===== src/hsid_pkg.sv =====
package hsid_pkg;

  // Band sample
  localparam int word_width = 16;  // Bits per band sample

  // Vector length
  localparam int band_cnt_width = 8;  // Up to 255 bands per pixel

  // Buffering between the stages
  localparam int buffer_width = 2;                  // FIFO address bits
  localparam int buffer_size  = 2 ** buffer_width;  // FIFO entries

  // One band sample, also the width of a sum
  typedef logic [word_width-1:0] hsid_word_t;

  // Vector length and processed count
  typedef logic [band_cnt_width-1:0] band_cnt_t;

  // FIFO occupancy, must reach buffer_size itself
  typedef logic [buffer_width:0] fifo_cnt_t;

  // Controller states
  typedef enum logic [1:0] {
    st_idle    = 2'd0,  // Waiting for start
    st_compute = 2'd1,  // Popping and adding
    st_done    = 2'd2   // Draining the output FIFO
  } vctr_state_t;

endpackage


===== src/hsid_fifo.sv =====
`timescale 1ns/1ps

module hsid_fifo #(
  parameter hsid_pkg::fifo_cnt_t almost_full_level =
    hsid_pkg::fifo_cnt_t'(hsid_pkg::buffer_size - 1)
) (
  input  logic                clk,
  input  logic                rst_n,

  input  logic                wr_en,        // Push request
  input  hsid_pkg::hsid_word_t data_in,

  input  logic                rd_en,        // Pop request
  output hsid_pkg::hsid_word_t data_out,    // Head word, registered on pop

  output logic                full,
  output logic                almost_full,  // Count at or above the level
  output logic                empty
);

  import hsid_pkg::*;

  // Storage and pointers
  hsid_word_t                mem [buffer_size];
  logic [buffer_width-1:0]   wr_ptr;
  logic [buffer_width-1:0]   rd_ptr;
  fifo_cnt_t                 count;   // Words held

  // Qualified requests
  logic do_wr;
  logic do_rd;

  // Status flags, straight from the count
  assign full        = (count == fifo_cnt_t'(buffer_size));
  assign empty       = (count == '0);
  assign almost_full = (count >= almost_full_level);

  // Requests against a full or empty buffer are dropped
  assign do_wr = wr_en && !full;
  assign do_rd = rd_en && !empty;

  // Write side
  always_ff @(posedge clk) begin
    if (do_wr) begin
      mem[wr_ptr] <= data_in;
    end
  end

  always_ff @(posedge clk or negedge rst_n) begin
    if (!rst_n) begin
      wr_ptr <= '0;
    end else if (do_wr) begin
      wr_ptr <= wr_ptr + buffer_width'(1);  // Wraps at buffer_size
    end
  end

  // Read side
  always_ff @(posedge clk or negedge rst_n) begin
    if (!rst_n) begin
      rd_ptr <= '0;
    end else if (do_rd) begin
      rd_ptr <= rd_ptr + buffer_width'(1);
    end
  end

  // Popped word stays on data_out until the next pop
  always_ff @(posedge clk or negedge rst_n) begin
    if (!rst_n) begin
      data_out <= '0;
    end else if (do_rd) begin
      data_out <= mem[rd_ptr];
    end
  end

  // Occupancy
  always_ff @(posedge clk or negedge rst_n) begin
    if (!rst_n) begin
      count <= '0;
    end else begin
      case ({do_wr, do_rd})
        2'b10: begin
          count <= count + fifo_cnt_t'(1);  // Push only
        end
        2'b01: begin
          count <= count - fifo_cnt_t'(1);  // Pop only
        end
        default: begin
          count <= count;  // Idle, or push and pop together
        end
      endcase
    end
  end

endmodule


===== src/vctr_fifo_strm.sv =====
`timescale 1ns/1ps

module vctr_fifo_strm (
  input  logic                 clk,
  input  logic                 rst_n,

  // Producer side, vector 1
  input  logic                 data_in_v1_en,
  input  hsid_pkg::hsid_word_t data_in_v1,
  output logic                 data_in_v1_full,   // Write would not be taken

  // Producer side, vector 2
  input  logic                 data_in_v2_en,
  input  hsid_pkg::hsid_word_t data_in_v2,
  output logic                 data_in_v2_full,

  // Consumer side
  input  logic                 data_out_en,       // Read strobe
  output hsid_pkg::hsid_word_t data_out,          // Valid one cycle after the strobe
  output logic                 data_out_empty,

  // Control
  input  hsid_pkg::band_cnt_t  vector_length,     // Held from start until done
  input  logic                 start,
  output logic                 done,
  output logic                 idle,
  output logic                 ready
);

  import hsid_pkg::*;

  // Controller
  vctr_state_t state;
  vctr_state_t state_nxt;
  band_cnt_t   processed;  // Sums written to the output FIFO

  // Input FIFO status and read data
  logic       in_1_empty;
  logic       in_2_empty;
  logic       in_1_full;
  logic       in_2_full;
  hsid_word_t rd_v1;
  hsid_word_t rd_v2;

  // Output FIFO status
  logic out_almost_full;

  // Write qualification
  logic in_1_wr;
  logic in_2_wr;
  logic out_rd;

  // Pipeline
  logic       pop;      // Both inputs pop this cycle
  logic       pop_vld;  // Read data of a pop is on rd_v1 and rd_v2
  hsid_word_t sum_q;    // Registered band sum
  logic       out_wr;   // sum_q goes into the output FIFO

  // Moore outputs
  assign idle  = (state == st_idle);
  assign ready = (state == st_compute);
  assign done  = (state == st_done);

  always_comb begin
    state_nxt = state;
    case (state)
      st_idle: begin
        if (start) begin
          state_nxt = st_compute;
        end
      end
      st_compute: begin
        if (processed == vector_length) begin
          state_nxt = st_done;  // Also taken at once for length 0
        end
      end
      st_done: begin
        if (data_out_empty) begin
          state_nxt = st_idle;  // Consumer has drained every sum
        end
      end
      default: begin
        state_nxt = st_idle;
      end
    endcase
  end

  always_ff @(posedge clk or negedge rst_n) begin
    if (!rst_n) begin
      state <= st_idle;
    end else begin
      state <= state_nxt;
    end
  end

  always_ff @(posedge clk or negedge rst_n) begin
    if (!rst_n) begin
      processed <= '0;
    end else if (state == st_idle && start) begin
      processed <= '0;  // Fresh count for each vector
    end else if (out_wr) begin
      processed <= processed + band_cnt_t'(1);
    end
  end

  // Writes are refused outside compute and while the output side is backed up
  assign data_in_v1_full = (state != st_compute) || in_1_full || out_almost_full;
  assign data_in_v2_full = (state != st_compute) || in_2_full || out_almost_full;

  assign in_1_wr = data_in_v1_en && !data_in_v1_full;
  assign in_2_wr = data_in_v2_en && !data_in_v2_full;

  assign out_rd = data_out_en && (state != st_idle);

  // Almost-full at buffer_size - 2 leaves room for every pair already popped
  assign pop = (state == st_compute) && !in_1_empty && !in_2_empty && !out_almost_full;

  // Stage 1 waits for the FIFO read data, stage 2 adds and writes
  always_ff @(posedge clk or negedge rst_n) begin
    if (!rst_n) begin
      pop_vld <= 1'b0;
      out_wr  <= 1'b0;
    end else begin
      pop_vld <= pop;
      out_wr  <= pop_vld;
    end
  end

  always_ff @(posedge clk or negedge rst_n) begin
    if (!rst_n) begin
      sum_q <= '0;
    end else if (pop_vld) begin
      sum_q <= rd_v1 + rd_v2;  // Wraps modulo 2**word_width
    end
  end

  hsid_fifo vctr_in_1 (
    .clk         (clk),
    .rst_n       (rst_n),
    .wr_en       (in_1_wr),
    .data_in     (data_in_v1),
    .rd_en       (pop),
    .data_out    (rd_v1),
    .full        (in_1_full),
    .almost_full (),
    .empty       (in_1_empty)
  );

  hsid_fifo vctr_in_2 (
    .clk         (clk),
    .rst_n       (rst_n),
    .wr_en       (in_2_wr),
    .data_in     (data_in_v2),
    .rd_en       (pop),
    .data_out    (rd_v2),
    .full        (in_2_full),
    .almost_full (),
    .empty       (in_2_empty)
  );

  hsid_fifo #(
    .almost_full_level (fifo_cnt_t'(buffer_size - 2))
  ) vctr_out (
    .clk         (clk),
    .rst_n       (rst_n),
    .wr_en       (out_wr),
    .data_in     (sum_q),
    .rd_en       (out_rd),
    .data_out    (data_out),
    .full        (),
    .almost_full (out_almost_full),
    .empty       (data_out_empty)
  );

endmodule

===== config.mk =====
export PLATFORM = sky130hd
export DESIGN_NAME = vctr_fifo_strm
export DESIGN_NICKNAME = d
export VERILOG_FILES = /design/src/hsid_pkg.sv /design/src/hsid_fifo.sv /design/src/vctr_fifo_strm.sv
export SDC_FILE = /design/constraint.sdc
export NUM_CORES = 1
export LEC_CHECK = 0
export ABC_AREA = 1
export BUFFER_PORTS_ARGS = -buffer_cell sky130_fd_sc_hd__buf_2
export CAP_MARGIN = 20
export CORE_ASPECT_RATIO = 0.5
export CORE_UTILIZATION = 40
export DETAILED_ROUTE_END_ITERATION = 8
export PLACE_DENSITY = 0.6
export SLEW_MARGIN = 20
export SYNTH_ARGS = -nofsm -noshare
export SYNTH_HDL_FRONTEND = slang
export SYNTH_SLANG_ARGS = --single-unit

===== constraint.sdc =====
create_clock -name clk -period 3.05 [get_ports clk]
set_input_delay 0.305 -clock clk [delete_from_list [all_inputs] [get_ports clk]]
set_output_delay 0.305 -clock clk [all_outputs]
set_load 0.01 [all_outputs]

==> results.md, run 1 <==
* Outcome: finished clean
* Io pins at slightly below 70
* Mapped cell area at roughly 0.012 sq mm
* F_max at approximately 0.44 GHz
* Core footprint at around 0.030 sq mm
* WL final at 25.9 mm
* Sequential cell area fraction in the yosys report at 0.670
* Clk sinks at around 290
* Worst-path clk slew at ~0.060 ns
* Place WS at ~0.8 ns
* H-tree depth at 1
* Utilization after layout at 0.483
* Final setup fails at 0
* Post-detailed-route count of antenna-violating nets at 0
* DP Area at approximately 0.013 sq mm
* Worst slew margin at 0.495
* Antenna violations before repair at 0
* Post-CTS Setup Inserts at 0
* Total die area at around 0.031 sq mm
* Post-cts sizing count at 0
* Hold Vio Cnt, Final at 0
* Layout Skew at around 0.018 ns
* Grt ovf at 0
* Gr usage total at 0.172
* Fin Setup TNS at 0 ns
* Dpl cells at between 1500 and 2000
* Final hold slack at 0.179 ns
* HP Class: input port to flip-flop
* Req. time, crit path at between 3 and 4 ns
* Main area contributors after synthesis: edfxtp_1 47%, dfrtp_1 20%, nor2_1 7.1%, nand2_1 5.3%, o21ai_0 4.7%
* Fin nets at around 1300
* Peak supply drop at 0.490 mV
* Final worst-path cycle share at 0.746
* FP Rows at between 40 and 50
* CP Max Fanout at 8
* Final instance area at about 0.014 sq mm
* HPWL Detailed at 16.6 mm
* Die Y at roughly 130 um
* Total Power at approximately 15 mW
* Worst-skew pair later-pin latency at roughly 0.55 ns
* CP arrival at between 2 and 3 ns
* CTS tree: yes
* # port buffers at 67
* GPL Wtd Cong at roughly 0.82
* Post-layout instance count excluding filler cells at 1642
* Synth area leader: edfxtp_1
* Startpoint types: flip-flop
* Largest net degree at the start of global routing at between 60 and 70
* DR vias at 8152
* Slew @ Worst Pin at about 0.76 ns
* Synth Warn # at 0
* Post-synth top area share at 0.472
* Mapped Nets at 1199
* Layout cells sized above 1 at 0.114
* Max-Cap Viols at 0
* Pwr dens at 1040 mW/mm^2
* Leak at roughly 5.8 nW
* Count of pins over their slew limit at 0
* TritonRoute pass-1 iters at 5
* Number of DRC violations after detailed-routing iteration 0 at 598
* Synth Register Bits at about 290
* RSZ-0062 raised after global routing: no
* Vias per cell at 4.96
* Post-synthesis cell count at about 1100
* Routed wire per std cell at 15.8 um
* Area growth syn-to-layout at 16.6%
* First-pass GRT wire length at around 43 mm
* DRC viols at 0
* Worst Setup Slack, final at between 0.7 and 0.8 ns
* Die width at around 250 um
* Netlist cell types at 30
* Crit path time final at ~2.3 ns
* Number of diodes at 0
* Critical path type: flip-flop to flip-flop
* Cts bufs inserted at 27
* CTS root buffer: clkbuf_16
* Starting Density at 0.414
* Number of global-route vias before repair at 8120
* Clock buffer depth at 3
* Critical Path End Type: flip-flop
* Synthesized area per cell at 10.9 sq um
-- timing repair --
action / in CTS / in global routing
setup endpoints to repair: 0 / 0
hold endpoints to repair: 171 / 0
hold buffers: 34 / 0
-- power breakdown --
| part | total (mW) | switching (mW) | internal (mW) |
|---|---|---|---|
| Clock | 3.36 | 1.45 | 1.91 |
| Combinational | 5.61 | 3.66 | 1.95 |
| Sequential | 5.90 | 0.640 | 5.26 |
-- logic make-up (layout without fill, tap and decap cells) --
logic type      Yosys count  in the layout  synth area share
compound gates          186            186            0.0818
flops                   289            289             0.670
buf+inv                 134            267            0.0458
xor+xnor                 26             26            0.0186
fa+ha+maj                35             35            0.0383
simple gates            448            448             0.145
-- area by class of cell --
type                    count  area, sq um
well taps                 391          489
fillers                  2621        15300
inverters                  93          349
clock inverters            19          185
clock buffers              31          701
multi-input cells         695         3470
repair buffers            124          863
flip-flops and latches    289         8190
-- flip-flops by register name (all words and copies together) (netlist names) --
signal              count
vctr_out.count          3
sum_q                  16
vctr_in_1.wr_ptr        2
vctr_in_1.count         3
vctr_in_2.wr_ptr        2
vctr_in_2.count         3
state                   2
vctr_in_2.data_out     16
out_wr                  1
vctr_in_2.rd_ptr        2
vctr_in_1.rd_ptr        2
vctr_out.rd_ptr         2
vctr_out.wr_ptr         2
vctr_in_1.mem          64
processed               8
vctr_out.mem           64
vctr_in_2.mem          64
vctr_in_1.data_out     16
vctr_out.data_out      16
pop_vld                 1
-- worst max-delay path: stages, from the launching register on --
cell	delay, ns
dfrtp_1	0.46
o31ai_2	0.57
ha_1	0.25
inv_1	0.07
fa_1	0.39
a21oi_1	0.14
o21ai_0	0.11
xor2_1	0.16
-- worst paths after layout --
kind / start / end / slack, ns / depth (start not counted)
worst min register to register: vctr_out.data_out[11] / vctr_out.data_out[11] / 0.47 / 2
min in group asynchronous: rst_n / vctr_in_2.wr_ptr[0] / 0.32 / 2
max in group asynchronous: rst_n / vctr_in_2.data_out[5] / 2.02 / 3
worst min-delay path: vector_length[0] / state[1] / 0.18 / 5
worst max-delay path: vctr_out.count[1] / vctr_out.count[2] / 0.78 / 7
worst max register to register: vctr_out.count[1] / vctr_out.count[2] / 0.78 / 7
-- synthesized netlist by cell type --
cell,number
nor2_1,230
edfxtp_1,192
nand2_1,172
o21ai_0,116
dfrtp_1,97
inv_1,89
a31oi_1,31
ha_1,31
nand3_1,29
clkbuf_1,22
a21oi_1,20
o22ai_1,18
xnor2_1,17
buf_2,9
xor2_1,9
buf_4,4
buf_6,4
fa_1,4
nand4_1,4
nor3_1,4
inv_2,3
buf_1,2
nand3_2,2
nand3b_1,2
or2_2,2
and3_1,1
clkinv_1,1
nor3_4,1
nor4_1,1
o31ai_2,1
-- cells in the final DEF, fill, tap and decap left out, drive strengths merged, types with 34 or more instances in the layout --
cell           n
buf           90
o21ai        116
dlygate4sd3   34
dfrtp         97
nand2        172
edfxtp       192
inv           93
nor2         230
-- metal layers --
metal	GRT usage	wire length (um)	vias up
met5	0	0	-
met4	0.0468	624	0
met3	0.0289	1310	49
met2	0.274	11500	202
met1	0.246	12500	3896
li1	-	-	4005
Note: power is estimated with default switching activity, not from simulation.
==> inputs of run 2 (changes only) <==
- ABC_AREA: 1 -> 0
- clock period: 3.05 -> 2.1 ns (I/O delays scaled with it)
==> results.md, run 2 <==
* Max-Cap Viols at 0
* Synthesized area per cell at between 15 and 20 sq um
* Post-synthesis cell count at roughly 680
* Slew @ Worst Pin at ~0.60 ns
* Count of pins over their slew limit at 0
* Antenna violations before repair at 0
* H-tree depth at 1
* Clock buffer depth at 3
* Worst-path cell chain: nand2b_4, or3_4, buf_6, nor3_4, ha_4, inv_2, fa_2, xor2_1, nor2_1, xor2_1
* Synth Register Bits at about 290
* Netlist cell types at 52
* Io pins at 68
* Cts bufs inserted at 27
* Simple-gate area share of the yosys netlist at 0.0427
* Post-synth top cells: 192 x edfxtp_1, 97 x dfrtp_1, 53 x mux2_2
* CTS tree: yes
* Compound-Gate Fraction of Synth Area at 0.0348
* Synth area leader: edfxtp_1
* Largest family of logic cells by synthesized area: multiplexers
* Sequential cell area fraction in the yosys report at 0.691
* Largest net degree at the start of global routing at 39
* Leak at about 5.7 nW
* Worst-skew pair later-pin latency at 0.53 ns
* Fill count at around 2400
* Crit path time final at between 2 and 2.5 ns
* Critical path type: flip-flop to flip-flop
* Routed wire per std cell at 18.0 um
* Mapped Nets at between 700 and 800
* Post-layout instance count excluding filler cells at 1268
* Reg2Reg Setup Slack at -0.21 ns
* Fin nets at 937
* Area growth syn-to-layout at 25.4%
* Number of DRC violations after detailed-routing iteration 0 at between 300 and 400
* Req. time, crit path at ~2.6 ns
* Multi-input logic area at around 0.0037 sq mm
* DP Area at 0.0132 sq mm
* Main area contributors after synthesis: edfxtp_1 49%, dfrtp_1 20%, mux4_2 9.1%, mux2_2 5.0%, ha_1 3.3%
* Final worst-path cycle share at 1.10
* Most frequent cell after synthesis: edfxtp_1
* Place WS at -0.252 ns
* Seq. cell area at 0.00819 sq mm
* Pwr dens at about 1500 mW/mm^2
* Final setup fails at 14
* Most frequent cells in the layout: 192 x edfxtp_1, 97 x dfrtp_1, 66 x buf_2, 48 x mux4_2, 46 x buf_4
* WL final at approximately 23 mm
* CP arrival at approximately 2.8 ns
* F_max at 0.433 GHz
* Worst slew margin at 0.594
* DR vias at 6333
* Number of global-route vias before repair at approximately 6400
* CP peak stage delay at between 0.4 and 0.5 ns
* Outcome: finished, violations left
* Gr usage total at 0.147
* CP max stage cell: or3_4
* Ys flop type: edfxtp_1
* Grt ovf at 0
* Post-synth top area share at 0.486
* Final hold slack at ~0.12 ns
* Critical Path End Type: flip-flop
* DRC viols at 0
* Post-synthesis mux area share at 0.145
* Utilization after layout at 0.512
* Post-detailed-route count of antenna-violating nets at 0
* Number of diodes at 0
* FP Rows at 44
* Starting Density at 0.408
* Layout Skew at approximately 0.01 ns
* Critical path's most frequent cell: xor2_1
* Post-synthesis adder-cell area fraction at 0.0394
* Dpl cells at ~1200
* CP Max Fanout at 4
* Layout cells sized above 1 at 0.352
* Die width at 246 um
* Post-synthesis xor/xnor area fraction at 0.0288
* Clk sinks at approximately 290
* Hold Vio Cnt, Final at 0
* GPL Wtd Cong at just over 0.8
* RSZ-0062 raised after global routing: yes
* Mapped cell area at about 0.012 sq mm
* # port buffers at 67
* Top flop regs: vctr_in_1.mem (64), vctr_in_2.mem (64), vctr_out.mem (64)
* Worst-path clk slew at approximately 0.06 ns
* TritonRoute pass-1 iters at 4
* Synth async-reset ratio at 0.336
* Failing checks: setup timing
* Total die area at 0.0304 sq mm
* Final instance area at 0.0149 sq mm
* Peak supply drop at 0.925 mV
* Commonest non-fill, non-tap cell in the layout: edfxtp_1
* Worst Setup Slack, final at -0.211 ns
* HPWL Detailed at ~15 mm
* Core footprint at 0.0291 sq mm
* Die Y at 124 um
* First-pass GRT wire length at 34.5 mm
* HP Class: input port to flip-flop
* Startpoint types: flip-flop
* CTS root buffer: clkbuf_16
* Vias per cell at about 5
* Number of synthesized flops with an enable pin at around 190
* Synth Warn # at 0
run 2: where the power goes:
part           switching [mW]  internal, mW
clock                    2.06          2.92
sequential              0.954          7.69
combinational            4.41          4.96
run 2: critical path, delay by kind of cell (launching register included):
kind	cells	cell delay, ns
XOR/XNOR	2	0.30
AND/OR/NAND/NOR	4	0.87
flip-flops	1	0.37
buffers and inverters	2	0.18
adder cells (fa/ha/maj)	2	0.50
run 2: cell type report:
class	count	area share
multi-input cells	341	0.249
repair buffers	169	0.0988
inverters	28	0.00706
clock inverters	14	0.0103
well taps	391	0.0329
flip-flops and latches	289	0.551
clock buffers	36	0.0511
run 2: metal layers:
metal  global-route usage  wire (um)
met4               0.0330        414
met5                    0          0
met3               0.0235        658
met2                0.243      10800
met1                0.205      10900
run 2: cells by family (layout without fill, tap and decap cells):
family,count (synthesis),in the layout
buf+inv,53,247
fa+ha+maj,35,35
mux,105,105
xor+xnor,39,39
compound gates,61,61
flops,289,289
simple gates,101,101
run 2: worst paths after layout:
path | cells after the start | start | end
min in group asynchronous | 2 | rst_n | vctr_out.data_out[1]
max in group asynchronous | 3 | rst_n | vctr_in_1.wr_ptr[0]
worst max-delay path | 10 | state[1] | vctr_in_1.count[2]
worst min register to register | 1 | vctr_in_1.count[0] | vctr_in_1.count[0]
worst min-delay path | 5 | vector_length[6] | state[0]
worst max register to register | 10 | state[1] | vctr_in_1.count[2]
run 2: what timing repair did:
action | CTS | global route
pin swaps | 1 | 8
hold buffers | 33 | 0
gates cloned | 0 | 6
buffers inserted | 0 | 9
setup endpoints to repair | 40 | 49
gates resized for setup | 2 | 59
hold endpoints to repair | 163 | 0
run 2: per-stage QoR:
| step | TNS, ns | total power, mW |
|---|---|---|
| after floorplan | -3.61 | 14.1 |
| after global placement | -4.47 | 16.6 |
| after detailed placement | -6.03 | 16.8 |
| after CTS | -5.17 | 21.9 |
| after global routing | -2.98 | 24.4 |
| final | -0.983 | 23.0 |
==> inputs of run 3 (changes only) <==
- CORE_UTILIZATION: 40 -> 55
- PLACE_DENSITY: 0.6 -> 0.77
==> results.md, run 3 (same netlist as run 2, synthesis figures left out) <==
* Number of DRC violations after detailed-routing iteration 0 at 658
* Internal power at between 15 and 20 mW
* Fill count at 1266
* CP arrival at ~2.7 ns
* Crit path time final at around 2.3 ns
* Max-Cap Viols at 0
* Total die area at about 0.022 sq mm
* Critical Path End Type: flip-flop
* # port buffers at 67
* WL final at between 20 and 30 mm
* RSZ-0062 raised after global routing: yes
* Cts bufs inserted at 24
* Layout cells sized above 1 at 0.368
* Req. time, crit path at around 2.5 ns
* Reg power frac at 0.373
* TritonRoute pass-1 iters at 7
* Die Y at roughly 110 um
* Seq. cell area at between 0.008 and 0.009 sq mm
* Starting Density at 0.569
* Pwr dens at 1590 mW/mm^2
* Die width at roughly 210 um
* Worst-path clk slew at roughly 0.070 ns
* Commonest non-fill, non-tap cell in the layout: edfxtp_1
* Clk sinks at roughly 290
* HPWL Detailed at about 15 mm
* Multi-input logic area at 0.00378 sq mm
* Core footprint at ~0.021 sq mm
* Worst Setup Slack, final at -0.154 ns
* Grt ovf at 0
* Worst-skew pair later-pin latency at about 0.52 ns
* Fin nets at around 940
* Io pins at 68
* Count of pins over their slew limit at 0
* F_max at approximately 0.44 GHz
* Top flop regs: vctr_in_1.mem (64), vctr_in_2.mem (64), vctr_out.mem (64)
* Critical path type: flip-flop to flip-flop
* Worst-path cell chain: nand2b_4, or3_4, buf_12, nor3_4, ha_4, inv_2, fa_2, xor2_1, nor2_1, xor2_1
* Leak at ~5.7 nW
* Slew @ Worst Pin at roughly 0.57 ns
* Final setup fails at 38
* Vias per cell at about 6
* WP buf/inv at 2
* CTS tree: yes
* Clock buffer depth at 3
* Critical path's most frequent cell: xor2_1
* Final instance area at around 0.015 sq mm
* Final hold slack at between 0.1 and 0.15 ns
* Post-detailed-route count of antenna-violating nets at 0
* CP max stage cell: or3_4
* Sw power at ~8.0 mW
* Failing checks: setup timing
* CTS root buffer: clkbuf_16
* Startpoint types: flip-flop
* Number of global-route vias before repair at about 6600
* Logic pwr share at 0.436
* Sw Ratio at 0.340
* DP Area at 0.0131 sq mm
* GPL Wtd Cong at 0.966
* CP Max Fanout at 4
* Worst slew margin at 0.619
* Peak supply drop at 0.731 mV
* Antenna violations before repair at 1
* Routed wire per std cell at around 22 um
* Outcome: finished, violations left
* Largest net degree at the start of global routing at 55
* DR vias at ~6800
* HP Class: input port to flip-flop
* Area growth syn-to-layout at 24.1%
* Final worst-path cycle share at 1.07
* Cell family with most CP delay: simple AND/OR/NAND/NOR gates
* DRC viols at 0
* FP Rows at 37
* First-pass GRT wire length at 36.6 mm
* Clock group share of total power at 0.190
* Hold Vio Cnt, Final at 0
* Fin Setup TNS at -2.44 ns
* Gr usage total at 0.217
* Layout Skew at roughly 0.011 ns
* Most frequent cells in the layout: 192 x edfxtp_1, 97 x dfrtp_1, 65 x buf_2, 49 x buf_4, 48 x mux4_2
* H-tree depth at 1
* CP peak stage delay at around 0.39 ns
## run 3: cell types whose count changed in the layout (fill, tap and decap cells not counted), moves of 3 or more
cell / before / now
buf_4: 46 / 49
inv_2: 1 / 5
inv_1: 26 / 22
clkbuf_16: 31 / 27
clkinv_2: 3 / 7
clkbuf_1: 5 / 1
## run 3: worst paths after layout
check	startpoint	end	slack, ns	depth (start not counted)
max in group asynchronous	rst_n	vctr_out.data_out[12]	1.31	3
setup / recovery	state[1]	vctr_in_1.count[2]	-0.15	10
min in group asynchronous	rst_n	vctr_in_1.rd_ptr[0]	0.17	2
setup reg to reg	state[1]	vctr_in_1.count[2]	-0.15	10
hold / removal	vector_length[4]	state[0]	0.13	5
hold reg to reg	vctr_out.data_out[1]	vctr_out.data_out[1]	0.50	1
## run 3: layout make-up
class,count,area share
flip-flops and latches,289,0.556
multi-input cells,341,0.256
repair buffers,172,0.103
clock buffers,28,0.0446
well taps,273,0.0232
clock inverters,16,0.00892
inverters,28,0.00714
diodes,1,0.000170
## run 3: stage by stage
stage | setup slack [ns] | cells | util | power, mW
after floorplan | -0.268 | 683 | - | 14.1
after global placement | -0.106 | 1056 | 0.628 | 16.6
after detailed placement | -0.204 | 1056 | 0.628 | 17.0
after CTS | -0.196 | 1136 | 0.687 | 21.9
after global routing | -0.257 | 1148 | 0.707 | 24.6
final | -0.154 | 1148 | 0.707 | 23.5
## run 3: power by group through the flow
| stage | combinational [mW] | sequential [mW] | clock, mW |
|---|---|---|---|
| floorplan | 5.64 | 8.44 | 0 |
| global placement | 7.96 | 8.65 | 0 |
| detailed placement | 8.26 | 8.75 | 0 |
| CTS | 8.76 | 8.66 | 4.54 |
| global route | 10.9 | 8.88 | 4.76 |
| finish | 10.2 | 8.76 | 4.47 |
## run 3: worst reg2reg max path: cells and delay by family (launching register included)
| kind | cells | cell delay, ns |
|---|---|---|
| buffers and inverters | 2 | 0.18 |
| DFF | 1 | 0.38 |
| xor gates and xnor gates | 2 | 0.29 |
| and+or+nand+nor | 4 | 0.82 |
| adders and majority gates | 2 | 0.50 |
## run 3: timing repair
action | 4_1_cts | 5_1_grt
pin swaps | 5 | 10
hold buffers | 33 | 0
endpoints found under the hold margin | 225 | 0
gates resized for setup | 11 | 71
setup endpoints to repair | 25 | 48
buffers inserted | 2 | 10
cloned | 2 | 2
## run 3: per-layer routing
layer  global-route usage  wire (um)  vias to the layer above
li1                     -          -                     2958
met2                0.340      12200                      275
met1                0.316      11300                     3466
met3               0.0438       1480                       67
met5                    0          0                        -
met4               0.0532        756                        0
